$ cat src/include/ddc_consts.svh
// ====================
// widths, stage count and reset values of the receive chain
// the accumulator width must stay sample width plus stages times rate width
// ====================
`ifndef DDC_CONSTS_SVH
`define DDC_CONSTS_SVH

`define DDC_IN_W        16  // each input rail
`define DDC_SAMPLE_W    24  // internal rail
`define DDC_PAD_W       8   // zeros appended below input rails
`define DDC_CIC_N       4   // cic stages
`define DDC_RATE_W      8   // rate field
`define DDC_CIC_ACC_W   56  // sample width + stages * rate width
`define DDC_SCALE_W     18  // scale factor
`define DDC_SCALE_SHIFT 14  // product shift
`define DDC_OUT_W       16  // output rail

`define DDC_RATE_RESET  1   // no decimation after reset
`define DDC_SCALE_RESET 0

`endif
$ cat src/hw/ddc_sample_pkg.sv
// ====================
// sample word types along the chain
// all rails are two's complement
// ====================
`default_nettype none

`include "ddc_consts.svh"

package ddc_sample_pkg;

  typedef logic signed [`DDC_SAMPLE_W-1:0]  rail_t;      // internal rail
  typedef logic signed [`DDC_CIC_ACC_W-1:0] acc_t;       // cic integrator / comb
  typedef logic signed [`DDC_OUT_W-1:0]     out_rail_t;  // output rail
  typedef logic signed [`DDC_SCALE_W-1:0]   scale_t;     // gain, 1.0 = 2**14
  typedef logic [`DDC_RATE_W-1:0]           rate_t;      // decimation rate

endpackage

`default_nettype wire

$ cat src/hw/decim_counter.sv
// ====================
// marks the sample closing each window of i_rate samples
// o_dump is combinational on i_stb
// ====================
`timescale 1ns/1ps
`default_nettype none

module decim_counter
  import ddc_sample_pkg::*;
(
  input  wire   clk,
  input  wire   reset,
  input  wire   i_clear,
  input  wire   i_stb,
  input  wire   i_rate_apply,
  input  wire rate_t i_rate,
  output logic  o_dump
);

  rate_t cnt;
  logic  win_end;

  assign win_end = (cnt == i_rate - rate_t'(1));
  assign o_dump  = i_stb && win_end && !i_rate_apply;  // cic drops this sample too

  always_ff @(posedge clk) begin
    if (reset || i_clear || i_rate_apply) begin
      cnt <= '0;
    end else if (i_stb) begin
      cnt <= win_end ? '0 : cnt + rate_t'(1);
    end
  end

  // count is only stale in the cycle the new rate arrives
  assert property (@(posedge clk) disable iff (reset)
    !i_rate_apply |-> (cnt < i_rate));

endmodule

`default_nettype wire

$ cat config.mk
export PLATFORM = sky130hd
export DESIGN_NAME = decim_counter
export DESIGN_NICKNAME = d
export VERILOG_FILES = /design/src/hw/ddc_sample_pkg.sv /design/src/hw/decim_counter.sv
export VERILOG_INCLUDE_DIRS = /design/src /design/src/include
export SDC_FILE = /design/constraint.sdc
export NUM_CORES = 1
export LEC_CHECK = 0
export BUFFER_PORTS_ARGS = -buffer_cell sky130_fd_sc_hd__buf_2
export CORE_UTILIZATION = 52
export CTS_CLUSTER_DIAMETER = 30
export DETAILED_ROUTE_END_ITERATION = 8
export PLACE_DENSITY = 0.76
export SLEW_MARGIN = 20
export SYNTH_ARGS = -nofsm -noshare
export SYNTH_HDL_FRONTEND = slang
export SYNTH_SLANG_ARGS = --single-unit
$ cat constraint.sdc
create_clock -name clk -period 2.1 [get_ports clk]
set_input_delay 0.105 -clock clk [delete_from_list [all_inputs] [get_ports clk]]
set_output_delay 0.105 -clock clk [all_outputs]
set_load 0.1 [all_outputs]
# Yosys cells after proc, flatten, opt, wreduce, memory -nomap -nowiden
# Index checks and enable logic that the tools add are counted.
# totals
elab_cells	10
out_inout_bits	1
reg_bits	8
# op_classes
muxes	1
add_sub_neg	2
eq_ne	1
n_reduce_logical	5
# ops
operator	n
adder 8 x 1 -> 8 bit, second input constant	1
equality test 8 bit	1
two-way mux 8 bit	1
subtractor 8 x 1 -> 8 bit, second input constant	1
logical AND 1 bit	2
logical OR 1 bit	2
logical NOT 1 bit	1

# Depth between registers and ports, before layout
# depth
ltp_word	4
mapped_depth	7
mapped_depth_nobuf	7

# Worst setup path after synthesis
# Ideal clock, no wire load.
# synth_timing
path_type	register to output
startpoint	register cnt[4]
endpoint	output port o_dump
path_buffers	0
t_arrival_ns	3.355
path_slack_ns	-1.360
stages_incl_launch_ff	6
path_cell_list	dfxtp_1 xnor2_1 a31o_2 nand4b_4 nor3_1 nor3b_1
# synth_between
elab_chain_len	3
# synth_rtl
item	line	text
from (decl)	decim_counter.sv:20	rate_t cnt;
from (signal assigned)	decim_counter.sv:30	cnt <= win_end ? '0 : cnt + rate_t'(1);
equality test 8 bit	decim_counter.sv:23	assign win_end = (cnt == i_rate - rate_t'(1));
logical AND 1 bit (2 in a row)	decim_counter.sv:24	assign o_dump = i_stb && win_end && !i_rate_apply;
to (decl)	decim_counter.sv:17	output logic o_dump
# No other way between the ends.

# Worst setup path in the final report
# Same ends and word-level chain as after synthesis.

==> results.json <==
{
  "leakage_uw": 0.0003357,
  "finalSetupViolations": 0,
  "drt-wirelength-per-cell_um": 14.76,
  "worstPathArrival_ns": 1.92,
  "period_needed_ns": 2.028,
  "antenna_found_initial": 0,
  "drt-vias-per-instance": 5.875,
  "num_vias": 658,
  "grt_pass1_wl_um": 2691,
  "layout_common_cells": "buf_2 (12), xnor2_1 (11), nand2_1 (8)",
  "crit_type": "reg -> out",
  "vdd_drop_max_mv": 0.4061,
  "slew_violations": 0,
  "final_antenna_net_count": 0,
  "reg_top3": "cnt (8)",
  "yosys-top-cells-area": "dfxtp_1 (23%), xnor2_1 (15%), nand3_1 (5.0%)",
  "cp-end-kind": "output port",
  "reg2reg_slack_ns": 0.41,
  "final_area_um2": 854.6,
  "syn_avg_cell_area_um2": 8.484,
  "syn_nets": 97,
  "switching_share_pct": 27.46,
  "die_width_um": 38.58,
  "die_area_um2": 1488,
  "yosysTopAreaCellShare_pct": 23.02,
  "syn_area_um2": 695.7,
  "path_cells": "xor2_2 -> o211ai_1 -> nand4b_4 -> nor3_1 -> nor3b_4 -> buf_12",
  "place.gp.congestion": 0.7124,
  "postCtsSetupBuffers": 0,
  "ios": 14,
  "netSwitchingPower_uw": 94.30,
  "hp-class": "in -> reg",
  "crit_required_ns": 2.00,
  "yosysWarnings": 0,
  "die_h_um": 38.58,
  "placedInstanceArea_um2": 812.0,
  "place.port_buffers": 13,
  "fp-row-count": 12,
  "fin_tns_setup_ns": 0,
  "cts_tree": "built",
  "cap_violations": 0,
  "clk_pin_slew_ns": 0.06,
  "firstDrtPassIters": 4,
  "drc": 0,
  "multi_input_area_um2": 540.5,
  "numCtsBuffers": 3,
  "wirelength_um": 1653,
  "coreArea_um2": 1171,
  "p_per_area_nw_per_um2": 401.9,
  "grt_pass1_vias": 642,
  "cts_num_sinks": 8,
  "p_comb_share_pct": 21.2,
  "p_int_uw": 249.2,
  "drt_iter0_markers": 18,
  "root_buffer": "clkbuf_4",
  "area_growth_pct": 22.84,
  "grt_usage_pct": 26.32,
  "hold_violations": 0,
  "dp_cells": 109,
  "slew_headroom_pct": 72.88,
  "largest_reg_flops": 8,
  "dp_hpwl_um": 1242,
  "seqCellArea_um2": 167.7,
  "finalPower_uw": 343.5,
  "grt_max_degree": 10,
  "fillers": 93,
  "drive_above_1_share_pct": 34.69,
  "final.setup_skew_ns": 0.01298,
  "netlist_instances": 82,
  "cp_slowest_cell": "dfxtp_4",
  "final_common_cell": "buf_2",
  "htreeDepth": 1,
  "netlist-cell-type-count": 31,
  "critical-path-max-stage-delay_ns": 0.37,
  "nets": 115,
  "clk_latency_ns": 0.26,
  "synth_seq_cells": 8,
  "yosys.area.top_type": "dfxtp_1",
  "status": "finished clean",
  "top_register": "cnt",
  "initial_core_util_pct": 59.40,
  "final_core_util_pct": 72.97,
  "final_cells": 112,
  "pwr-share-clk_pct": 34.3,
  "crit_fanout": 4,
  "cts_buffer_depth": 2,
  "min_period_over_period_pct": 96.59,
  "yosysSeqAreaShare_pct": 23.02,
  "p_seq_share_pct": 44.5,
  "grt-ovfl-total": 0,
  "fmax_mhz": 493.0,
  "tightest_slew_ns": 0.4038,
  "antennaDiodeCount": 0,
  "start_kind": "register"
}
per-stage QoR:
stage | setup WS (ns) | hold WS, ns
3_3_place_gp | 0.2522 | 0.4319
3_5_place_dp | 0.2399 | 0.4659
5_1_grt | -0.04317 | 0.2210
4_1_cts | 0.04905 | 0.1967
2_1_floorplan | 0.01315 | 0.2610
6_report | 0.07157 | 0.1953
path summary, 6_finish.rpt:
path,endpoint,start,cells past startpoint
worst max-delay path,o_dump,cnt[4],6
worst min-delay path,cnt[1],i_stb,3
worst max register to register,cnt[7],cnt[4],5
worst min register to register,cnt[1],cnt[1],2
critical path, delay by kind of cell, from the launching register on:
kind | cells | cell delay (ns)
AND/OR/NAND/NOR | 3 | 0.62
flip-flops | 1 | 0.37
buffers and inverters | 1 | 0.20
AO/OA/AOI/OAI | 1 | 0.28
XOR/XNOR | 1 | 0.19
power by group through the flow:
stage	sequential, uW	combinational (uW)	clock (uW)
floorplan	157	45.1	0
global placement	157	68.0	0
detailed placement	157	69.7	0
CTS	154	69.8	121
global route	153	78.7	130
finish	153	72.9	118
synth_stat cells (all sizes together):
cell type  instances
xor2               3
maj3               1
o211ai             2
a211oi             1
or2b               1
and4               1
nor3               5
and2b              1
a2111oi            1
nor2               7
ha                 2
nand3              7
a2bb2oi            1
nor4               2
o31ai              1
nand4b             1
xnor2             12
and3               2
a21oi              2
nand2              8
a31o               1
inv                5
buf                1
o21ai              1
or3                1
nor3b              1
nand2b             1
nand4              2
dfxtp              8
layer usage:
metal | part of all wire (%) | track usage (%) | wire length (um)
met3 | 4.0 | 6.358 | 66
met5 | 0 | 0 | 0
met4 | 1.8 | 10.34 | 29
met2 | 52 | 48.33 | 867
met1 | 42 | 28.27 | 689
cell families (layout without fill, tap and decap cells):
family	count (synthesis)	after routing	synth area share [%]
adders and majority gates	3	3	5.035
AOI/OAI and AO/OA	10	10	13.85
xor gates and xnor gates	15	15	18.89
and+or+nand+nor	40	40	35.43
DFF	8	8	23.02
buffers and inverters	6	22	3.778
repair_timing:
action / 4_1_cts / 5_1_grt
resized for setup: 0 / 7
hold buffers: 0 / 0
endpoints found under the setup margin: 0 / 1
layout make-up:
type,instances,area share [%]
inverter,5,2.196
sequential,8,19.62
multi-input combinational,68,63.25
clock buffer,3,2.635
tap,14,2.050
timing repair buffer,14,10.25
Power figures use the tool's default switching activity.
