--- src/include/ddc_consts.svh ---
// ====================
// widths, stage count and reset values of the receive chain
// the accumulator width must stay sample width plus stages times rate width
// ====================
`ifndef DDC_CONSTS_SVH
`define DDC_CONSTS_SVH

`define DDC_IN_W        16  // each input rail
`define DDC_SAMPLE_W    24  // internal rail
`define DDC_PAD_W       8   // zeros appended below input rails
`define DDC_CIC_N       4   // cic stages
`define DDC_RATE_W      8   // rate field
`define DDC_CIC_ACC_W   56  // sample width + stages * rate width
`define DDC_SCALE_W     18  // scale factor
`define DDC_SCALE_SHIFT 14  // product shift
`define DDC_OUT_W       16  // output rail

`define DDC_RATE_RESET  1   // no decimation after reset
`define DDC_SCALE_RESET 0

`endif
--- src/hw/ddc_sample_pkg.sv ---
// ====================
// sample word types along the chain
// all rails are two's complement
// ====================
`default_nettype none

`include "ddc_consts.svh"

package ddc_sample_pkg;

  typedef logic signed [`DDC_SAMPLE_W-1:0]  rail_t;      // internal rail
  typedef logic signed [`DDC_CIC_ACC_W-1:0] acc_t;       // cic integrator / comb
  typedef logic signed [`DDC_OUT_W-1:0]     out_rail_t;  // output rail
  typedef logic signed [`DDC_SCALE_W-1:0]   scale_t;     // gain, 1.0 = 2**14
  typedef logic [`DDC_RATE_W-1:0]           rate_t;      // decimation rate

endpackage

`default_nettype wire

--- src/hw/ddc_cfg_pkg.sv ---
// ====================
// settings addresses and rate control states
// ====================
`default_nettype none

package ddc_cfg_pkg;

  // settings bus register map
  typedef enum logic [7:0] {
    ADDR_SCALE = 8'd1,
    ADDR_DECIM = 8'd2,
    ADDR_MUX   = 8'd3
  } reg_addr_e;

  typedef enum logic [1:0] {
    RATE_IDLE    = 2'd0,  // no samples since last clear
    RATE_ACTIVE  = 2'd1,  // samples flowing
    RATE_PENDING = 2'd2   // new rate waits for clear
  } rate_state_e;

endpackage

`default_nettype wire

--- src/hw/ddc_settings.sv ---
// ====================
// settings bus decode, writes land one cycle after the strobe
// unknown addresses are ignored
// ====================
`timescale 1ns/1ps
`default_nettype none

`include "ddc_consts.svh"

module ddc_settings
  import ddc_cfg_pkg::*;
  import ddc_sample_pkg::*;
(
  input  wire            clk,
  input  wire            reset,
  input  wire            i_set_stb,
  input  wire reg_addr_e i_set_addr,
  input  wire [31:0]     i_set_data,
  output scale_t         o_scale,
  output rate_t          o_rate_req,
  output logic           o_rate_written,
  output logic           o_swap_iq,
  output logic           o_real_mode
);

  always_ff @(posedge clk) begin
    if (reset) begin
      o_scale        <= scale_t'(`DDC_SCALE_RESET);
      o_rate_req     <= rate_t'(`DDC_RATE_RESET);
      o_rate_written <= 1'b0;
      o_swap_iq      <= 1'b0;
      o_real_mode    <= 1'b0;
    end else begin
      o_rate_written <= i_set_stb && (i_set_addr == ADDR_DECIM);
      if (i_set_stb) begin
        case (i_set_addr)
          ADDR_SCALE: o_scale    <= i_set_data[`DDC_SCALE_W-1:0];
          ADDR_DECIM: o_rate_req <= i_set_data[`DDC_RATE_W-1:0];  // applied by the fsm
          ADDR_MUX: begin
            o_swap_iq   <= i_set_data[0];
            o_real_mode <= i_set_data[1];
          end
          default: ;
        endcase
      end
    end
  end

endmodule

`default_nettype wire

--- config.mk ---
export PLATFORM = sky130hd
export DESIGN_NAME = ddc_settings
export DESIGN_NICKNAME = d
export VERILOG_FILES = /design/src/hw/ddc_sample_pkg.sv /design/src/hw/ddc_cfg_pkg.sv /design/src/hw/ddc_settings.sv
export VERILOG_INCLUDE_DIRS = /design/src /design/src/include
export SDC_FILE = /design/constraint.sdc
export NUM_CORES = 1
export LEC_CHECK = 0
export BUFFER_PORTS_ARGS = -buffer_cell sky130_fd_sc_hd__buf_2
export CAP_MARGIN = 20
export CELL_PAD_IN_SITES_DETAIL_PLACEMENT = 0
export CELL_PAD_IN_SITES_GLOBAL_PLACEMENT = 2
export CORE_MARGIN = 4
export CORE_UTILIZATION = 26
export CTS_CLUSTER_DIAMETER = 60
export DETAILED_ROUTE_END_ITERATION = 6
export PLACE_DENSITY_LB_ADDON = 0.1
export SLEW_MARGIN = 20
export SYNTH_ARGS = -nofsm -noshare
export SYNTH_HDL_FRONTEND = slang
export SYNTH_SLANG_ARGS = --single-unit
--- constraint.sdc ---
create_clock -name clk -period 2.6 [get_ports clk]
set_input_delay 0.13 -clock clk [delete_from_list [all_inputs] [get_ports clk]]
set_output_delay 0.13 -clock clk [all_outputs]
set_load 0.02 [all_outputs]
Yosys cells after proc, flatten, opt, wreduce, memory -nomap -nowiden
Index checks and enable logic that the tools add are counted.

Output and inout port bits: 29. Word-level logic and storage cells: 12. Register bits after elaboration: 29. Bits of input ports: 43.

Equal/unequal tests: 3. Reduce and logical (&&, ||, !) cells: 4.

Operators with widths (count): == test 8 x 2 -> 1 bit, second input constant (2); == test 8 x 1 -> 1 bit, second input constant (1); AND reduction 2 bit (3); logical AND 1 bit (1).

Logic depth before layout (Yosys ltp)
Depth in word-level cells: 2. Mapped depth: 4. Mapped depth without buffers: 3.

Least setup slack after synthesis
Ideal clock, no wire load.

Path kind: input to register. From: input i_set_addr[6]. To: register o_rate_req[0]. Data required time: 2528 ps. Setup time: 72 ps. Buffers on the path: 0. Arrival: 1295 ps. Slack: 1234 ps. Cell stages on the path: 3. Cell sequence: or4b_4 nor3_4 mux2i_1.

Cells in the longest elaborated chain, start to end: 2.

Ends and longest elaborated chain: start, declared (line ddc_settings.sv:17) `input wire reg_addr_e i_set_addr,`; == test 8 x 2 -> 1 bit (line ddc_settings.sv:36) `case (i_set_addr)`; AND reduction 2 bit (no line); end signal, assigned (line ddc_settings.sv:29) `` o_rate_req <= rate_t'(`DDC_RATE_RESET); ``; end signal, assigned (line ddc_settings.sv:38) `` ADDR_DECIM: o_rate_req <= i_set_data[`DDC_RATE_W-1:0]; ``; end, declared (line ddc_settings.sv:20) `output rate_t o_rate_req,`.

Every way passes these cells. A chain may end at the register's enable or synchronous reset.

Final worst setup path
From: input i_set_addr[6]. To: register o_rate_req[5].

Same word-level chain as after synthesis.

==> summary.txt <==
Worst Hold Path EP: o_rate_written
post-route cell area: 1720 um2
Die Wd: 78.1 um
endpoint class of the critical path: flop
final net count: 223
Final setup viols: 0
worst r2r dst: o_rate_req[0]
Leak: 0.795 nW
CP startpoint kind: primary input
fill count: 516
pin count of the biggest net entering global routing: 49
CTS Hold Buffers Added: 0
Hold Crit Depth: 2
Rel. slew slack: 56.6%
Reg2Reg Setup Slack: 1.98 ns
vias in the first global route: 1045
clk slew on worst S/H paths: 0.06 ns
TritonCTS clock tree: built
synthesized flop and latch total: 29
Clock Tree Root: clkbuf_8
Hold Path Class: primary input to flop
Seq/Total Area, Yosys: 45.4%
Worst R2R Path Depth: 2
Setup Buffers After CTS: 0
Multi-input gate area: 672 um2
routed wire length: 2.97 mm
Cells after Synth: 122
Final min period: 1.40 ns
Antenna Nets Post-Route: 0
fraction of the cycle the final worst path needs: 53.7%
vias after detailed routing: 999
Synth top area share: 45.4%
clock skew: 0 ns
synthesized area per cell: 10.5 um2
hold wc startpoint: i_set_addr[0]
Max Cap Violations: 0
worst slew pin tran: 0.647 ns
global route total overflow: 0
CTS Buffer Depth: 2
Avg WL per Cell: 12.0 um
critical path class: primary input to flop
DRC: 0
max incr delay on CP: 0.57 ns
CP required: 2.80 ns
Area Overhead vs Synth: 34.6%
PwrDens: 504 nW/um2
Placed Cells incl. Taps: 240
H-tree depth: 2
Worst R2R Start: o_rate_req[0]
I/O Pins: 72
top post-synthesis cells by area: dfxtp_1 (45%), nand2b_1 (22%), mux2i_1 (22%)
RSZ-0062 raised after global routing: false
final hold vios: 0
Setup TNS Final: 0 ns
placed cell areas: 1630 um2
synthesized area: 1280 um2
drt via density: 4.04
Total GRT Usage: 10.3%
storage element area: 581 um2
Final Instance Count excl. Fillers: 247
Slew Limit Fails: 0
first-pass GRT wire length: 4.84 mm
TritonCTS buffer count: 5
VDD IR max: 0.170 mV
later-pin clock latency in the skew report: 0.27 ns
slowest library cell on the worst path: or4b_4
CP cell instances: buf_2, or4b_4, nor3_4, mux2i_1
# rows: 25
Pre-antenna DRT Iters: 4
diode count: 0
f_max: 716 MHz
post_cts resized: 0
initial antenna violation count: 0
placeable core region: 4750 um2
Initial Util: 26.9%
Ys Warns: 0
share of layout cells above drive strength 1: 37.2%
clock sink count: 29
Die Y: 78.1 um
crit-path max FO: 8
Synth cell types: 16
initial drt markers: 30
status: finished, final reports clean
routability cong.: 0.712
WP data arrival: 1.60 ns
IO buf count: 57
leading area contributor after synthesis: dfxtp_1
die area: 6100 um2
Post-Syn Nets: 165
[cell families after synthesis]
kind of cell           synth area share (%)
flip-flops                             45.4
multiplexers                           21.9
buffers and inverters                  2.64
AND/OR/NAND/NOR                        30.0
[critical path: cells and delay by family]
family,cells,cell delay (ns)
buffers and inverters,1,0.11
multiplexers,1,0.26
AND/OR/NAND/NOR,2,1.10
[routing by layer]
metal / track usage [%] / vias to the layer above / share of wire (%)
li1: - / 520 / -
met1: 11.9 / 434 / 43
met2: 16.2 / 38 / 47
met3: 5.05 / 7 / 7.9
met4: 4.37 / 0 / 1.8
met5: 0 / - / 0
[cells in the final DEF (no fill, tap or decap)]
cell,n
dfxtp_1,29
clkbuf_1,1
nor4b_4,1
or4b_4,1
or3_1,1
mux2i_1,28
nand4b_1,1
nor3_4,1
nor4b_1,1
clkbuf_8,6
nor2_1,2
buf_4,1
nor3_1,2
inv_1,1
buf_2,57
or4b_1,1
nand2b_1,45
nand3_1,1
[state kept, by name, summed over array words and instances, names as in the netlist]
name            count
o_rate_written      1
o_real_mode         1
o_scale            18
o_rate_req          8
o_swap_iq           1
[power breakdown]
group,internal [mW],switching [mW],leakage [nW]
logic,0.0324,0.0262,0.517
clock network,0.209,0.154,0.0443
registers,0.445,0.000246,0.234
[cells in the mapped netlist (all sizes together)]
cell type and number:
buf 1, clkbuf 6, dfxtp 29, inv 1, mux2i 28, nand2b 45
nand3 1, nand4b 1, nor2 2, nor3 3, nor4b 2, or3 1
or4b 2
[how the worst max path moves through the flow]
stage	from	to	slack, ns	depth (start not counted)
final	i_set_addr[6]	o_rate_req[5]	1.20	4
after global routing	i_set_addr[6]	o_scale[7]	0.98	4
after CTS	i_set_addr[6]	o_scale[6]	1.16	4
after detailed placement	i_set_addr[6]	o_scale[4]	0.85	4
after global placement	i_set_addr[6]	o_rate_req[0]	0.92	4
after floorplan	i_set_addr[6]	o_rate_req[0]	1.23	3
[metrics by stage]
step	hold slack (ns)	setup slack, ns	power (mW)	utilization, %
2_1_floorplan	0.207	1.23	0.485	-
3_3_place_gp	0.383	0.921	0.512	34.3
3_5_place_dp	0.388	0.855	0.514	34.3
4_1_cts	0.0891	1.16	0.892	36.2
5_1_grt	0.0953	0.980	0.914	36.2
6_report	0.0970	1.20	0.867	36.2
[cell type report]
class,count,share of cell area (%)
multi-input combinational,85,39.1
sequential,29,33.8
timing repair buffer,58,17.0
clock buffer,7,5.02
tap,67,4.88
inverter,1,0.218
Note: power is estimated with default switching activity, not from simulation.
