$ cat config.mk
export PLATFORM = sky130hd
export DESIGN_NAME = output_scaler
export DESIGN_NICKNAME = d
export VERILOG_FILES = /design/src/hw/ddc_sample_pkg.sv /design/src/hw/output_scaler.sv
export VERILOG_INCLUDE_DIRS = /design/src /design/src/include
export SDC_FILE = /design/constraint.sdc
export NUM_CORES = 2
export LEC_CHECK = 0
export ABC_AREA = 0
export BUFFER_PORTS_ARGS = -buffer_cell sky130_fd_sc_hd__buf_4
export CAP_MARGIN = 20
export CORE_ASPECT_RATIO = 1.2
export CORE_MARGIN = 1
export CORE_UTILIZATION = 32
export CTS_CLUSTER_SIZE = 30
export DETAILED_ROUTE_END_ITERATION = 10
export SLEW_MARGIN = 20
export SYNTH_ARGS = -nofsm -noshare
export SYNTH_HDL_FRONTEND = slang
export SYNTH_SLANG_ARGS = --single-unit
$ cat constraint.sdc
create_clock -name clk -period 18.8 [get_ports clk]
set_clock_uncertainty 0.1 [all_clocks]
set_input_delay 1.88 -clock clk [delete_from_list [all_inputs] [get_ports clk]]
set_output_delay 1.88 -clock clk [all_outputs]
set_load 0.005 [all_outputs]
$ cat src/include/ddc_consts.svh
// ====================
// widths, stage count and reset values of the receive chain
// the accumulator width must stay sample width plus stages times rate width
// ====================
`ifndef DDC_CONSTS_SVH
`define DDC_CONSTS_SVH

`define DDC_IN_W        16  // each input rail
`define DDC_SAMPLE_W    24  // internal rail
`define DDC_PAD_W       8   // zeros appended below input rails
`define DDC_CIC_N       4   // cic stages
`define DDC_RATE_W      8   // rate field
`define DDC_CIC_ACC_W   56  // sample width + stages * rate width
`define DDC_SCALE_W     18  // scale factor
`define DDC_SCALE_SHIFT 14  // product shift
`define DDC_OUT_W       16  // output rail

`define DDC_RATE_RESET  1   // no decimation after reset
`define DDC_SCALE_RESET 0

`endif
$ cat src/hw/ddc_sample_pkg.sv
// ====================
// sample word types along the chain
// all rails are two's complement
// ====================
`default_nettype none

`include "ddc_consts.svh"

package ddc_sample_pkg;

  typedef logic signed [`DDC_SAMPLE_W-1:0]  rail_t;      // internal rail
  typedef logic signed [`DDC_CIC_ACC_W-1:0] acc_t;       // cic integrator / comb
  typedef logic signed [`DDC_OUT_W-1:0]     out_rail_t;  // output rail
  typedef logic signed [`DDC_SCALE_W-1:0]   scale_t;     // gain, 1.0 = 2**14
  typedef logic [`DDC_RATE_W-1:0]           rate_t;      // decimation rate

endpackage

`default_nettype wire

$ cat src/hw/output_scaler.sv
// ====================
// multiply, clip to 24 bits, round to 16 bits, 3 cycles
// scale 16384 is unity gain
// ====================
`timescale 1ns/1ps
`default_nettype none

`include "ddc_consts.svh"

module output_scaler
  import ddc_sample_pkg::*;
(
  input  wire       clk,
  input  wire       reset,
  input  wire       i_clear,
  input  wire       i_stb,
  input  wire       i_last,
  input  wire rail_t  i_i,
  input  wire rail_t  i_q,
  input  wire scale_t i_scale,
  output logic      o_stb,
  output logic      o_last,
  output out_rail_t o_i,
  output out_rail_t o_q
);

  localparam int PROD_W = `DDC_SAMPLE_W + `DDC_SCALE_W;
  localparam int DROP_W = `DDC_SAMPLE_W - `DDC_OUT_W;  // bits removed by rounding

  typedef logic signed [PROD_W-1:0]      prod_t;
  typedef logic signed [`DDC_SAMPLE_W:0] rnd_t;

  localparam rail_t     RAIL_MIN = {1'b1, {(`DDC_SAMPLE_W-1){1'b0}}};
  localparam rail_t     RAIL_MAX = ~RAIL_MIN;
  localparam out_rail_t OUT_MIN  = {1'b1, {(`DDC_OUT_W-1){1'b0}}};
  localparam out_rail_t OUT_MAX  = ~OUT_MIN;
  localparam rnd_t      RND_HALF = rnd_t'(1) <<< (DROP_W - 1);

  rail_t     in_rail  [2];
  prod_t     prod     [2];
  prod_t     prod_sh  [2];
  rail_t     clip     [2];
  rail_t     clip_nxt [2];
  rnd_t      rnd_sum  [2];
  out_rail_t rnd_nxt  [2];
  logic      stb1;
  logic      stb2;
  logic      last1;
  logic      last2;

  assign in_rail[0] = i_i;
  assign in_rail[1] = i_q;

  always_comb begin
    for (int r = 0; r < 2; r++) begin
      prod_sh[r] = prod[r] >>> `DDC_SCALE_SHIFT;
      if (&prod_sh[r][PROD_W-1:`DDC_SAMPLE_W-1] || ~|prod_sh[r][PROD_W-1:`DDC_SAMPLE_W-1]) begin
        clip_nxt[r] = prod_sh[r][`DDC_SAMPLE_W-1:0];
      end else begin
        clip_nxt[r] = prod_sh[r][PROD_W-1] ? RAIL_MIN : RAIL_MAX;
      end
      rnd_sum[r] = rnd_t'(clip[r]) + RND_HALF;  // round half up
      if (rnd_sum[r][`DDC_SAMPLE_W] == rnd_sum[r][`DDC_SAMPLE_W-1]) begin
        rnd_nxt[r] = rnd_sum[r][`DDC_SAMPLE_W-1:DROP_W];
      end else begin
        rnd_nxt[r] = rnd_sum[r][`DDC_SAMPLE_W] ? OUT_MIN : OUT_MAX;
      end
    end
  end

  always_ff @(posedge clk) begin
    if (reset || i_clear) begin
      stb1   <= 1'b0;
      stb2   <= 1'b0;
      o_stb  <= 1'b0;
      last1  <= 1'b0;
      last2  <= 1'b0;
      o_last <= 1'b0;
    end else begin
      stb1   <= i_stb;
      stb2   <= stb1;
      o_stb  <= stb2;
      last1  <= i_stb && i_last;
      last2  <= last1;
      o_last <= last2;
    end
  end

  always_ff @(posedge clk) begin
    for (int r = 0; r < 2; r++) begin
      if (i_stb) begin
        prod[r] <= prod_t'(in_rail[r]) * prod_t'(i_scale);
      end
      if (stb1) begin
        clip[r] <= clip_nxt[r];
      end
    end
    if (stb2) begin
      o_i <= rnd_nxt[0];
      o_q <= rnd_nxt[1];
    end
  end

  // fixed latency, the top level timing relies on it
  assert property (@(posedge clk) disable iff (reset || i_clear) i_stb |-> ##3 o_stb);
  assert property (@(posedge clk) disable iff (reset || i_clear) !i_stb |-> ##3 !o_stb);

endmodule

`default_nettype wire

Word-level counts from Yosys, hierarchy flattened. Memories as Yosys holds them, arrays and structs flattened. Cells that the tools add are included. Widths: inputs -> output; s select.

Memories kept: 2. Output and inout port bits: 34. Memory bits (writable): 132. Register bits after elaboration: 38. Word-level logic and storage cells: 38. Input port bits: 71.

$add $sub $neg: 2. Muxes and demuxes: 12. Reductions and logical operators: 10. $mul: 2. Equal/unequal tests: 2.

Memories: prod (words 2, width 42, rd ports 2, clocked after Yosys merged registers in 0, wr ports 2, line output_scaler.sv:40) `prod_t prod [2];`; clip (words 2, width 24, rd ports 2, clocked after Yosys merged registers in 0, wr ports 2, line output_scaler.sv:42) `rail_t clip [2];`.

Operator list (number): $mux 24 (4); $mul 24x18->42 (2); $mux 16 (4); $add 24x9->25 const B (2); $reduce_and 5->1 (2); $reduce_or 5->1 (2); $mux 1 (4); $logic_or 1x1->1 (3); $eq 1x1->1 (2); $logic_not 1->1 (2); $logic_and 1x1->1 (1).

Depth between registers and ports, before layout.
Word-level depth: 4. Gate-level depth with buffers: 24. Depth with buffers taken out: 22.

Worst setup path before layout. Ideal clock, no wire load.

Kind: in2reg. Start point: in i_scale[5]. End point: mem prod[0][38] (netlist bit) (data pin). Data arrival time: 7645 ps. Path buffers: 2. Required time: 18542 ps. Setup slack: 10897 ps. Setup time: 158 ps. Stages: 23. Cell sequence: clkbuf_1 clkbuf_1 nand2_1 fa_1 inv_1 fa_1 inv_1 fa_1 inv_1 fa_1 fa_1 inv_1 fa_1 inv_1 ha_1 and3_1 and3b_1 a211oi_2 o31ai_2 a31oi_4 a211oi_2 or4_1 o211ai_1.

RTL lines: start: declaration (line output_scaler.sv:20) `input wire scale_t i_scale,`; end: declaration (line output_scaler.sv:40).

==> results_dict.tcl <==
set metrics [dict create \
    max-slew-margin-rel_pct 39.7 \
    htreeDepth 4 \
    end_kind "flip-flop" \
    totalWireLength_um 85800 \
    netlist_top_cells_area "fa_1 50%, inv_1 11%, edfxtp_1 9.5%" \
    crit_chain "buf_4 -> nand2_1 -> fa_1 -> inv_1 -> fa_1 -> inv_1 -> fa_1 -> inv_1 -> fa_1 -> fa_1 -> inv_1 -> fa_1 -> inv_1 -> ha_1 -> o211ai_1 -> nor3_1 -> o21ai_1 -> o31ai_2 -> a31oi_4 -> a211oi_2 -> o21ai_0 -> xnor2_1" \
    synth_area_sq_um 34200 \
    antenna_found_initial 13 \
    final_nets 4734 \
    area_growth_pct 7.22 \
    grt.total_usage_pct 16.9 \
    ys_ff_latch 114 \
    fin_ws_ps 10240 \
    layout.cells.non_filler 5012 \
    synth_most_common_cell "inv_1" \
    die_area_sq_um 108000 \
    dp_slack_ps 9880 \
    crit_fanout 48 \
    numCtsBuffers 17 \
    rsz0062_at_grt "false" \
    ys_warn_count 0 \
    path_class "in -> reg" \
    avgRoutedWirePerCell_um 17.1 \
    dr.pass1.iters 5 \
    place_hpwl_um 66000 \
    drv_slew 0 \
    holdWs_ps 330 \
    final.setup.tns_ps 0 \
    status "finished clean" \
    grt_max_degree 49 \
    ctsResizeCount 0 \
    yosys.area.top_type "fa_1" \
    core_area_sq_um 105000 \
    syn_avg_cell_area_sq_um 9.33 \
    cts_tree "built" \
    clkTransAtPathRegs_ps 60 \
    tightest_slew_ps 899 \
    grt_overflow 0 \
    hold_class "reg -> reg" \
    synth_edf_count 108 \
    ys_seq_area_share_pct 9.84 \
    critPathLaunchType "primary input" \
    synth_async_sr_flop_share_pct 0 \
    path_buf_inv 6 \
    clk_latency_ps 450 \
    grt_pass1_vias 26381 \
    area.sequential_sq_um 3360 \
    drtIter0Drc 1225 \
    num_io_pins 105 \
    cap_viol_max_count 0 \
    synth_top_area_share_pct 49.7 \
    cts-root-buf "clkbuf_16" \
    ant_nets 0 \
    clock_sinks 114 \
    crit_required_ps 18880 \
    cts.path.max_buffers 2 \
    viasPerCell 4.73 \
    hold_viol 0 \
    ctsHoldBuffers 0 \
    worst_r2r_path_depth 5 \
    start_util_pct 32.5 \
    finalCritPeriodShare_pct 45.5 \
    place.gp.congestion 0.824 \
    nFillCells 10756 \
    netlist_instances 3664 \
    crit_path_max_incr_delay_ps 700 \
    die_w_um 300 \
    syn_nets 4785 \
    period_minus_slack_ps 8560 \
    ff2ff_setup_slack_ps 16240 \
    numPortBuffers 104 \
    vias 23726 \
    grt_pass1_wl_um 143000 \
    diodes 0 \
    die_height_um 360 \
    worstPathArrival_ps 8640 \
    path_depth 22 \
    cts_setup_buffers 0 \
    synthFlopType "edfxtp_1" \
    route.detailed.drc 0 \
    crit_family "adder cells" \
    min_path_cells 1 \
    synth.top_cells.by_count "988 x inv_1, 848 x fa_1, 581 x nand2_1" \
    max_freq_ghz 0.117 \
    finalSetupViolations 0 \
    ys_types 53 \
    crit_path_top_delay_cell "o31ai_2" \
    critPathMostFrequentCell "fa_1" \
    drive_gt1_share_pct 4.16 \
    multi_input_area_sq_um 26400 \
    dp_cells 4979 \
    rows 130 \
]
state kept, by name (all words and copies together) (netlist names), 16 cells and up:
register / cells
o_q: 16
o_i: 16
prod: 42
clip: 34
final cells by class:
type	instances	area share, %
clock buffer	18	1.17
clock inverter	14	0.423
inverter	988	10.1
timing repair buffer	108	2.21
tap	1386	4.73
sequential	114	9.18
multi-input combinational	2384	72.2
cells in the final DEF (no fill, tap or decap), types with 27 or more instances in the layout:
master	Yosys	layout
inv_1	988	988
fa_1	848	848
nand2_1	581	581
and2_1	296	296
ha_1	202	202
edfxtp_1	108	108
buf_4	0	108
nor2_1	76	75
xnor2_1	54	54
a21oi_1	53	53
o21ai_0	51	51
a21o_1	43	43
xor2_1	28	28
nand3_1	27	27
stage by stage:
| step | util [%] | instance area, sq um |
|---|---|---|
| 2_1_floorplan | - | 34200 |
| 3_3_place_gp | 34.2 | 36000 |
| 3_5_place_dp | 34.2 | 36000 |
| 4_1_cts | 34.8 | 36600 |
| 5_1_grt | 34.8 | 36600 |
| 6_report | 34.8 | 36600 |
path summary, 6_finish.rpt:
path,start,endpoint
worst max-delay path,i_scale[3],prod[0][39]$_DFFE_PP_
worst min-delay path,last2$_SDFF_PP0_,o_last$_SDFF_PP0_
worst max register to register,prod[0][83]$_DFFE_PP_,clip[0][31]$_DFFE_PP_
worst min register to register,last2$_SDFF_PP0_,o_last$_SDFF_PP0_
cell families after synthesis:
| kind of cell | synth area share [%] |
|---|---|
| buffers and inverters | 12.8 |
| and+or+nand+nor | 14.5 |
| adders and majority gates | 57.1 |
| AOI/OAI and AO/OA | 3.65 |
| DFF | 9.84 |
| xor gates and xnor gates | 2.10 |
| muxes | 0.0293 |
metal layers:
metal  vias up  global-route usage [%]  share of wire [%]
met4        26                    5.18                3.2
li1      10430                       -                  -
met5         -                       0               0.19
met3       164                    3.13                6.0
met1     12478                    20.5                 39
met2       628                    29.9                 51
Power is not shown: default switching activity piles up to over one toggle a cycle in this logic, so the estimate is an artifact.
