--- config.mk ---
export PLATFORM = sky130hd
export DESIGN_NAME = iq_input_mux
export DESIGN_NICKNAME = d
export VERILOG_FILES = /design/src/hw/ddc_sample_pkg.sv /design/src/hw/iq_input_mux.sv
export VERILOG_INCLUDE_DIRS = /design/src /design/src/include
export SDC_FILE = /design/constraint.sdc
export NUM_CORES = 1
export LEC_CHECK = 0
export BUFFER_PORTS_ARGS = -buffer_cell sky130_fd_sc_hd__buf_2
export CAP_MARGIN = 20
export CORE_MARGIN = 3
export CORE_UTILIZATION = 40
export CTS_CLUSTER_SIZE = 10
export DETAILED_ROUTE_END_ITERATION = 16
export PLACE_DENSITY = 0.75
export SYNTH_ARGS = -nofsm -noshare
export SYNTH_HDL_FRONTEND = slang
export SYNTH_SLANG_ARGS = --single-unit
--- constraint.sdc ---
create_clock -name clk -period 1.1 [get_ports clk]
set_clock_uncertainty 0.15 [all_clocks]
set_input_delay 0 -clock clk [delete_from_list [all_inputs] [get_ports clk]]
set_output_delay 0 -clock clk [all_outputs]
set_load 0.02 [all_outputs]
--- src/include/ddc_consts.svh ---
// ====================
// widths, stage count and reset values of the receive chain
// the accumulator width must stay sample width plus stages times rate width
// ====================
`ifndef DDC_CONSTS_SVH
`define DDC_CONSTS_SVH

`define DDC_IN_W        16  // each input rail
`define DDC_SAMPLE_W    24  // internal rail
`define DDC_PAD_W       8   // zeros appended below input rails
`define DDC_CIC_N       4   // cic stages
`define DDC_RATE_W      8   // rate field
`define DDC_CIC_ACC_W   56  // sample width + stages * rate width
`define DDC_SCALE_W     18  // scale factor
`define DDC_SCALE_SHIFT 14  // product shift
`define DDC_OUT_W       16  // output rail

`define DDC_RATE_RESET  1   // no decimation after reset
`define DDC_SCALE_RESET 0

`endif
--- src/hw/ddc_sample_pkg.sv ---
// ====================
// sample word types along the chain
// all rails are two's complement
// ====================
`default_nettype none

`include "ddc_consts.svh"

package ddc_sample_pkg;

  typedef logic signed [`DDC_SAMPLE_W-1:0]  rail_t;      // internal rail
  typedef logic signed [`DDC_CIC_ACC_W-1:0] acc_t;       // cic integrator / comb
  typedef logic signed [`DDC_OUT_W-1:0]     out_rail_t;  // output rail
  typedef logic signed [`DDC_SCALE_W-1:0]   scale_t;     // gain, 1.0 = 2**14
  typedef logic [`DDC_RATE_W-1:0]           rate_t;      // decimation rate

endpackage

`default_nettype wire

--- src/hw/iq_input_mux.sv ---
// ====================
// I in the upper half of the input word, Q in the lower
// real mode zeroes Q after the swap
// ====================
`timescale 1ns/1ps
`default_nettype none

`include "ddc_consts.svh"

module iq_input_mux
  import ddc_sample_pkg::*;
(
  input  wire                     clk,
  input  wire                     reset,
  input  wire                     i_clear,
  input  wire                     i_stb,
  input  wire                     i_last,
  input  wire [2*`DDC_IN_W-1:0]   i_sample,
  input  wire                     i_swap_iq,
  input  wire                     i_real_mode,
  output logic                    o_stb,
  output logic                    o_last,
  output rail_t                   o_i,
  output rail_t                   o_q
);

  rail_t in_i;
  rail_t in_q;

  assign in_i = {i_sample[2*`DDC_IN_W-1:`DDC_IN_W], {`DDC_PAD_W{1'b0}}};
  assign in_q = {i_sample[`DDC_IN_W-1:0], {`DDC_PAD_W{1'b0}}};

  always_ff @(posedge clk) begin
    if (reset || i_clear) begin
      o_stb  <= 1'b0;
      o_last <= 1'b0;
    end else begin
      o_stb  <= i_stb;
      o_last <= i_stb && i_last;
    end
  end

  always_ff @(posedge clk) begin
    if (i_stb) begin
      o_i <= i_swap_iq ? in_q : in_i;
      o_q <= i_real_mode ? '0 : (i_swap_iq ? in_i : in_q);
    end
  end

endmodule

`default_nettype wire

Word-level counts from Yosys, hierarchy flattened
Index checks and enable logic that the tools add are counted.
Widths: inputs -> output; s select.
{"block": "word_totals", "ff_bits": 50, "input_bits": 39, "output_inout_bits": 50, "elab_cells": 8}
{"block": "classes", "n_mux": 2, "reduce_logical": 2}
{"op": "$mux 24", "n": 2}
{"op": "$logic_and 1x1->1", "n": 1}
{"op": "$logic_or 1x1->1", "n": 1}

Logic depth before layout (Yosys ltp)
Gate-level depths: netlist of the first run.
{"block": "logic_depth", "depth_word": 1, "ltp_mapped": 4}

Worst setup path before layout of the first run
OpenSTA, ideal clock, no wires.
{"block": "synth_timing", "path_kind": "input port to flip-flop", "from": "input i_swap_iq", "to": "register o_i[10], data pin", "arrival_time_ns": 0.539, "setup_slack_ns": 0.151, "cell_stages": 3, "n_path_buf": 2, "cell_sequence": "buf_6 -> buf_12 -> mux2_4"}
{"block": "synth_between", "elab_chain_len": 1}
{"element": "from (decl)", "line": "iq_input_mux.sv:19", "text": "input wire i_swap_iq,"}
{"element": "$mux 24", "line": "iq_input_mux.sv:45", "text": "o_i <= i_swap_iq ? in_q : in_i;"}
{"element": "to (signal assigned)", "line": "iq_input_mux.sv:45"}
{"element": "to (decl)", "line": "iq_input_mux.sv:23", "text": "output rail_t o_i,"}
Every way passes these cells.
A chain may end at the register's enable or synchronous reset.

Final worst setup path of the first run
{"block": "layout_timing", "from": "input i_sample[18]", "to": "register o_i[10], data pin"}
{"block": "layout_between", "elab_chain_len": 1}
{"element": "from (decl)", "line": "iq_input_mux.sv:18", "text": "input wire [2*`DDC_IN_W-1:0] i_sample,"}
{"element": "$mux 24", "line": "iq_input_mux.sv:45"}
Every way passes these cells.

==> implementation parameters, run 1 <==
Parameter                              Value

Outcome
  Result of the run    complete, but fails checks
  Failing checks    hold timing

Power and ir drop
  Total internal power    2.53 mW
  Leakage    between 1 and 1.5 nW
  Portion of total power attributed to combinational logic    between 20% and 30%
  Net switching fraction of the power    ~25%
  Clock network fraction of design power    32.8%
  Power share of the sequential group    about 47%
  Peak supply drop    ~1100 uV
  Power Density    approximately 1400 nW/um2
  Net Sw Power    roughly 840 uW
  PnR Total Power    3.37 mW

Clock network
  CTS-repair resized insts    0
  Number of buffers inserted by hold repair at cts    35
  Setup Fix Bufs, Post-CTS    0
  Clock buffer count from CTS    5
  Depth of the CTS H-tree    2
  Sinks on the clock net    34
  Buffers from clock root to sink, at most    2
  Clk slew on worst S/H paths    approximately 70 ps
  Root Driver    clkbuf_8
  CTS tree    done

Critical path
  Dominant delay contributor by cell family on the critical path    buffers and inverters
  Maximum fanout along the worst path    2
  Cell breakdown of the critical path    dlygate4sd3_1, buf_2, mux2_4
  Startpoint class of the critical path    input pin
  Critical Path End Type    register
  Critical path class    input pin to register
  Data arrival, critical path    between 900 and 1000 ps
  Biggest cell delay along the critical path    560 ps
  Count of buffering cells on the critical path with inverters included    2
  Cell type of the slowest stage on the worst timing path    dlygate4sd3_1
  CP required    about 1000 ps

Timing
  Post-layout minimum cycle time    approximately 1100 ps
  Setup TNS    0 ps
  Setup violations, final    0
  Final period utilization    between 90% and 100%
  Peak clock frequency supported by timing    approximately 940 MHz
  Setup repair after global routing missed its margin    no
  Slew Viols, Final    0
  Final hold violation count    6
  Post-Route Hold Slack    -79.2 ps

Placed design
  Placer congestion estimate    roughly 0.7
  Detailed-placement wirelength estimate    between 2000 and 2500 um
  Count of input and output buffers    72

Floorplan
  Placement row count    22
  Starting density of the core    approximately 44%
  I/O pin total    89
  Horiz. Die Dim    a little over 70 um
  Vertical die dimension    70.6 um
  Core footprint    3830 um2
  Overall die area    between 4000 and 5000 um2

Final layout
  Multi-input logic area    roughly 530 um2
  Fraction of the core area covered by cells at the end of the flow    between 60% and 70%
  Share of cells above drive strength 1    a little under half
  Most common cell after layout, fill and taps aside    buf_2
  Layout Nets    between 200 and 300
  Ant diodes    0
  Register area    roughly 1000 um2
  Fill cell total of the finished layout    295
  Layout-stage area growth over the synthesis result    47.7%
  Commonest cells after routing, fill and taps aside    72 x buf_2, 35 x dlygate4sd3_1, 32 x edfxtp_1

Detailed routing
  Via/cell ratio    roughly 4.5
  Post-route DRC violation count    0
  Router iterations before antenna repair    4
  Antenna viol nets, final    0
  Routed WL per cell    between 10 and 15 um
  Violation count after the first detailed-route iteration    71
  Vias after detailed routing    around 1200
  Final WL    3730 um

Global route
  Met3 layer usage reported by global route    around 4.0%
  Global-route wire length before repair    5710 um
  Vias in the first global route    around 1300
  Number of antenna violations at the first check in global routing    0
  GRT overflow    0
  Largest net degree at the start of global routing    27
  Met2 usage in global routing    about 28%
  Total routing resource utilization after global routing    15.0%
  Busiest metal layer after global routing    met2
  Met1 layer usage reported by global route    between 10% and 20%

Yosys
  Synth unique cells    15
  Seq/Total Area, Yosys    60.1%
  Synthesis Warnings    0
  Mean post-synth cell area    between 15 and 20 um2
  Number of synthesized register bits    34
  Mapped Cells    107
  Synthesized cell area    1670 um2

Min path
  Path category of the worst min-delay check    input pin to register

Flow run
  Maxcap violations    0
## cell type report
| type | count | share of cell area, % |
|---|---|---|
| Timing Repair Buffer | 111 | 31.1 |
| Clock buffer | 5 | 2.79 |
| Sequential cell | 34 | 40.7 |
| Clock inverter | 3 | 1.63 |
| Tap cell | 48 | 2.44 |
| Multi-Input combinational cell | 66 | 21.4 |
## cells in the mapped netlist
master | instances | share of area [%]
mux2_2 | 2 | 1.4
nor2_1 | 16 | 3.6
mux2_4 | 14 | 13
buf_2 | 1 | 0.30
conb_1 | 1 | 0.23
mux2i_1 | 16 | 9.6
dfxtp_1 | 2 | 2.4
and2_1 | 1 | 0.38
buf_8 | 1 | 0.90
buf_12 | 2 | 2.4
edfxtp_1 | 32 | 58
nor3b_1 | 1 | 0.45
buf_1 | 1 | 0.23
buf_6 | 1 | 0.68
buf_4 | 16 | 7.2
## flip-flops by register name (all words and copies together), names as in the netlist
| name | count |
|---|---|
| o_i | 16 |
| o_last | 1 |
| o_q | 16 |
| o_stb | 1 |
## power groups by stage
| stage | clock, mW | combinational, mW | sequential [mW] |
|---|---|---|---|
| final | 1.11 | 0.695 | 1.57 |
| after floorplan | 0 | 0.273 | 1.75 |
| after CTS | 1.15 | 0.696 | 1.57 |
| after global routing | 1.19 | 0.741 | 1.58 |
| after detailed placement | 0 | 0.598 | 1.60 |
| after global placement | 0 | 0.589 | 1.59 |
## worst paths after layout
check	from	endpoint	cells past startpoint
setup / recovery	i_sample[18]	o_i[10]	3
hold / removal	i_stb	o_q[11]	1
## per-stage QoR
step / instances / setup slack [ps] / instance area [um2] / hold WS, ps
after global routing: 267 / 26.2 / 2460 / -82.1
after detailed placement: 224 / 7.43 / 2000 / 25.6
after global placement: 224 / 25.6 / 2000 / 20.4
final: 267 / 37.1 / 2460 / -79.2
after CTS: 267 / 61.9 / 2460 / -89.7
after floorplan: 122 / 151 / 1720 / -67.0
## per-layer routing
metal	share of wire [%]	up-vias
met3	7.9	4
li1	-	572
met1	36	561
met2	55	64
met4	1.5	0
met5	0	-
## cells by family after synthesis
logic type             synth area share [%]
buffers and inverters                  11.7
DFF                                    60.1
muxes                                  23.6
other                                 0.225
and+or+nand+nor                        4.43
Power figures use the tool's default switching activity.
==> inputs of run 2 (changes only) <==
ABC_AREA = 1   (was not set)
MAX_ROUTING_LAYER = met4   (was not set)
PLACE_DENSITY = 0.74   (was 0.75)
==> implementation parameters, run 2 <==
Parameter                              Value

Critical path
  Critical path class    input pin to register
  Maximum fanout along the worst path    2
  Critical Path End Type    register
  Startpoint class of the critical path    input pin
  CP required    a little under 1000 ps
  Capture point of the worst path    o_q[22]
  Crit path launch    i_sample[30]
  Data arrival, critical path    ~900 ps

Yosys
  Number of synthesized flops with an enable pin    32
  Post-synthesis async set-or-reset flop share    0%
  Share of the synthesized area in the top cell type    57.4%
  Seq/Total Area, Yosys    between 50 and 60%
  Most frequent cells after synthesis    49 x nand2_1, 32 x edfxtp_1, 29 x nor2_1
  Adder-cell area share of the yosys netlist    0%
  Synthesis Warnings    0
  Mean post-synth cell area    9.57 um2
  Count leader, synth    nand2_1
  Mapped Cells    about 180
  Top cells by area in the synthesized netlist    edfxtp_1 57%, nand2_1 11%, buf_4 8.1%
  Compound-gate portion of the synthesized area    under 10%
  Number of synthesized register bits    34
  Combinational family with the most area after synthesis    simple AND/OR/NAND/NOR gates
  Dominant cell type by area after synthesis    edfxtp_1
  Post-Synth Simple-Gate Area    between 10% and 20%
  Synth unique cells    13
  Synthesized cell area    ~1700 um2
  Share of synthesized area spent on multiplexers    0%
  Post-Synth XOR/XNOR Area    0%
  Post-synth top flop    edfxtp_1

Power and ir drop
  Net Sw Power    around 830 uW
  Portion of total power attributed to combinational logic    a little over a fifth
  Power share of the sequential group    between 50% and 60%
  Peak supply drop    about 640 uV
  Total internal power    between 2 and 2.5 mW
  Power Density    roughly 1300 nW/um2
  Clock network fraction of design power    a little over a quarter
  PnR Total Power    roughly 3 mW
  Net switching fraction of the power    a little over a quarter
  Leakage    approximately 1.2 nW

Global route
  Largest net degree at the start of global routing    65
  GRT overflow    0
  Global-route wire length before repair    5630 um
  Total routing resource utilization after global routing    between 10 and 15%
  Number of antenna violations at the first check in global routing    0
  Vias in the first global route    around 1300

Detailed routing
  Final WL    3610 um
  Antenna viol nets, final    0
  Post-route DRC violation count    0
  Vias after detailed routing    1422
  Router iterations before antenna repair    4
  Violation count after the first detailed-route iteration    95
  Via/cell ratio    around 4.3
  Routed WL per cell    about 11 um

Clock network
  Setup Fix Bufs, Post-CTS    0
  Clk slew on worst S/H paths    around 60 ps
  CTS tree    done
  Buffers from clock root to sink, at most    2
  Root Driver    clkbuf_8
  Number of buffers inserted by hold repair at cts    35
  CTS-repair resized insts    0
  Depth of the CTS H-tree    2
  Clock buffer count from CTS    5
  Sinks on the clock net    34

Final layout
  Share of cells above drive strength 1    approximately 29%
  Layout Nets    approximately 320
  Ant diodes    0
  Commonest cells after routing, fill and taps aside    72 x buf_2, 49 x nand2_1, 35 x dlygate4sd3_1
  Layout-stage area growth over the synthesis result    44.4%
  Fill cell total of the finished layout    330
  Fraction of the core area covered by cells at the end of the flow    ~63%
  Most common cell after layout, fill and taps aside    buf_2
  Leading registers by flop count    o_i: 16 flops, o_q: 16 flops

Timing
  Final hold violation count    0
  Max-Slew Margin vs Limit    about two thirds
  Setup violations, final    0
  Peak clock frequency supported by timing    a little under 1000 MHz
  Worst Tran Pin Value    slightly above 500 ps
  Final period utilization    92.3%
  Setup TNS    0 ps
  Setup repair after global routing missed its margin    no
  Slew Viols, Final    0
  Post-Route Hold Slack    38.5 ps
  Post-layout minimum cycle time    between 1000 and 1500 ps

Outcome
  Result of the run    finished, final reports clean

Flow run
  Maxcap violations    0

Floorplan
  Starting density of the core    between 40% and 50%
  Horiz. Die Dim    about 71 um
  Overall die area    around 5000 um2
  Placement row count    22
  Vertical die dimension    a little over 70 um
  I/O pin total    a little under 90
  Core footprint    3850 um2

Min path
  Path category of the worst min-delay check    input pin to register

Placed design
  Placer congestion estimate    0.734
  Detailed-placement wirelength estimate    roughly 2200 um
  Count of input and output buffers    72
==> run 2: metal layers <==
| metal | track usage (%) | vias up | share of wire, % |
|---|---|---|---|
| li1 | - | 732 | - |
| met3 | 2.13 | 11 | 7.7 |
| met1 | 15.2 | 605 | 38 |
| met2 | 26.6 | 74 | 51 |
| met4 | 9.39 | 0 | 3.0 |
| met5 | - | - | 0 |
==> run 2: logic make-up (layout without fill, tap and decap cells) <==
| family | after synthesis | after routing |
|---|---|---|
| buffers and inverters | 41 | 134 |
| other | 1 | 16 |
| flip-flops | 34 | 34 |
| AND/OR/NAND/NOR | 83 | 83 |
| AO/OA/AOI/OAI | 16 | 16 |
==> run 2: worst min-delay path by stage <==
stage / slack (ps) / from / to / cells past startpoint
3_5_place_dp: 40 / reset / o_stb / 2
5_1_grt: 40 / i_stb / o_i[8] / 2
4_1_cts: 30 / i_stb / o_last / 4
3_3_place_gp: 30 / reset / o_last / 2
2_1_floorplan: -70 / i_clear / o_stb / 1
6_report: 40 / i_stb / o_i[9] / 2
==> run 2: critical path, stage by stage <==
cell and delay, ps:
dlygate4sd3_1 540, buf_2 120, inv_1 70, nand2_1 50, nand2_1 80, nor2_2 40
==> run 2: area by class of cell <==
class / count / area [um2] / area share [%]
clock buffers: 5 / 68.8 / 2.84
clock inverters: 3 / 11.3 / 0.465
inverters: 17 / 63.8 / 2.64
multi-input cells: 115 / 464 / 19.2
flip-flops and latches: 34 / 1000 / 41.4
well taps: 48 / 60.1 / 2.48
repair buffers: 109 / 751 / 31.0
==> run 2: power by group through the flow <==
| stage | clock network [mW] | logic, mW | registers, mW |
|---|---|---|---|
| 4_1_cts | 0.855 | 0.665 | 1.57 |
| 3_5_place_dp | 0 | 0.569 | 1.60 |
| 5_1_grt | 0.905 | 0.724 | 1.58 |
| 6_report | 0.824 | 0.664 | 1.57 |
| 3_3_place_gp | 0 | 0.559 | 1.59 |
| 2_1_floorplan | 0 | 0.252 | 1.75 |
==> run 2: metrics by stage <==
step	cell area [um2]	cells	worst slack [ps]
2_1_floorplan	1730	190	291
3_3_place_gp	1990	288	102
3_5_place_dp	1990	288	66.1
4_1_cts	2420	331	109
5_1_grt	2420	331	44.6
6_report	2420	331	84.5
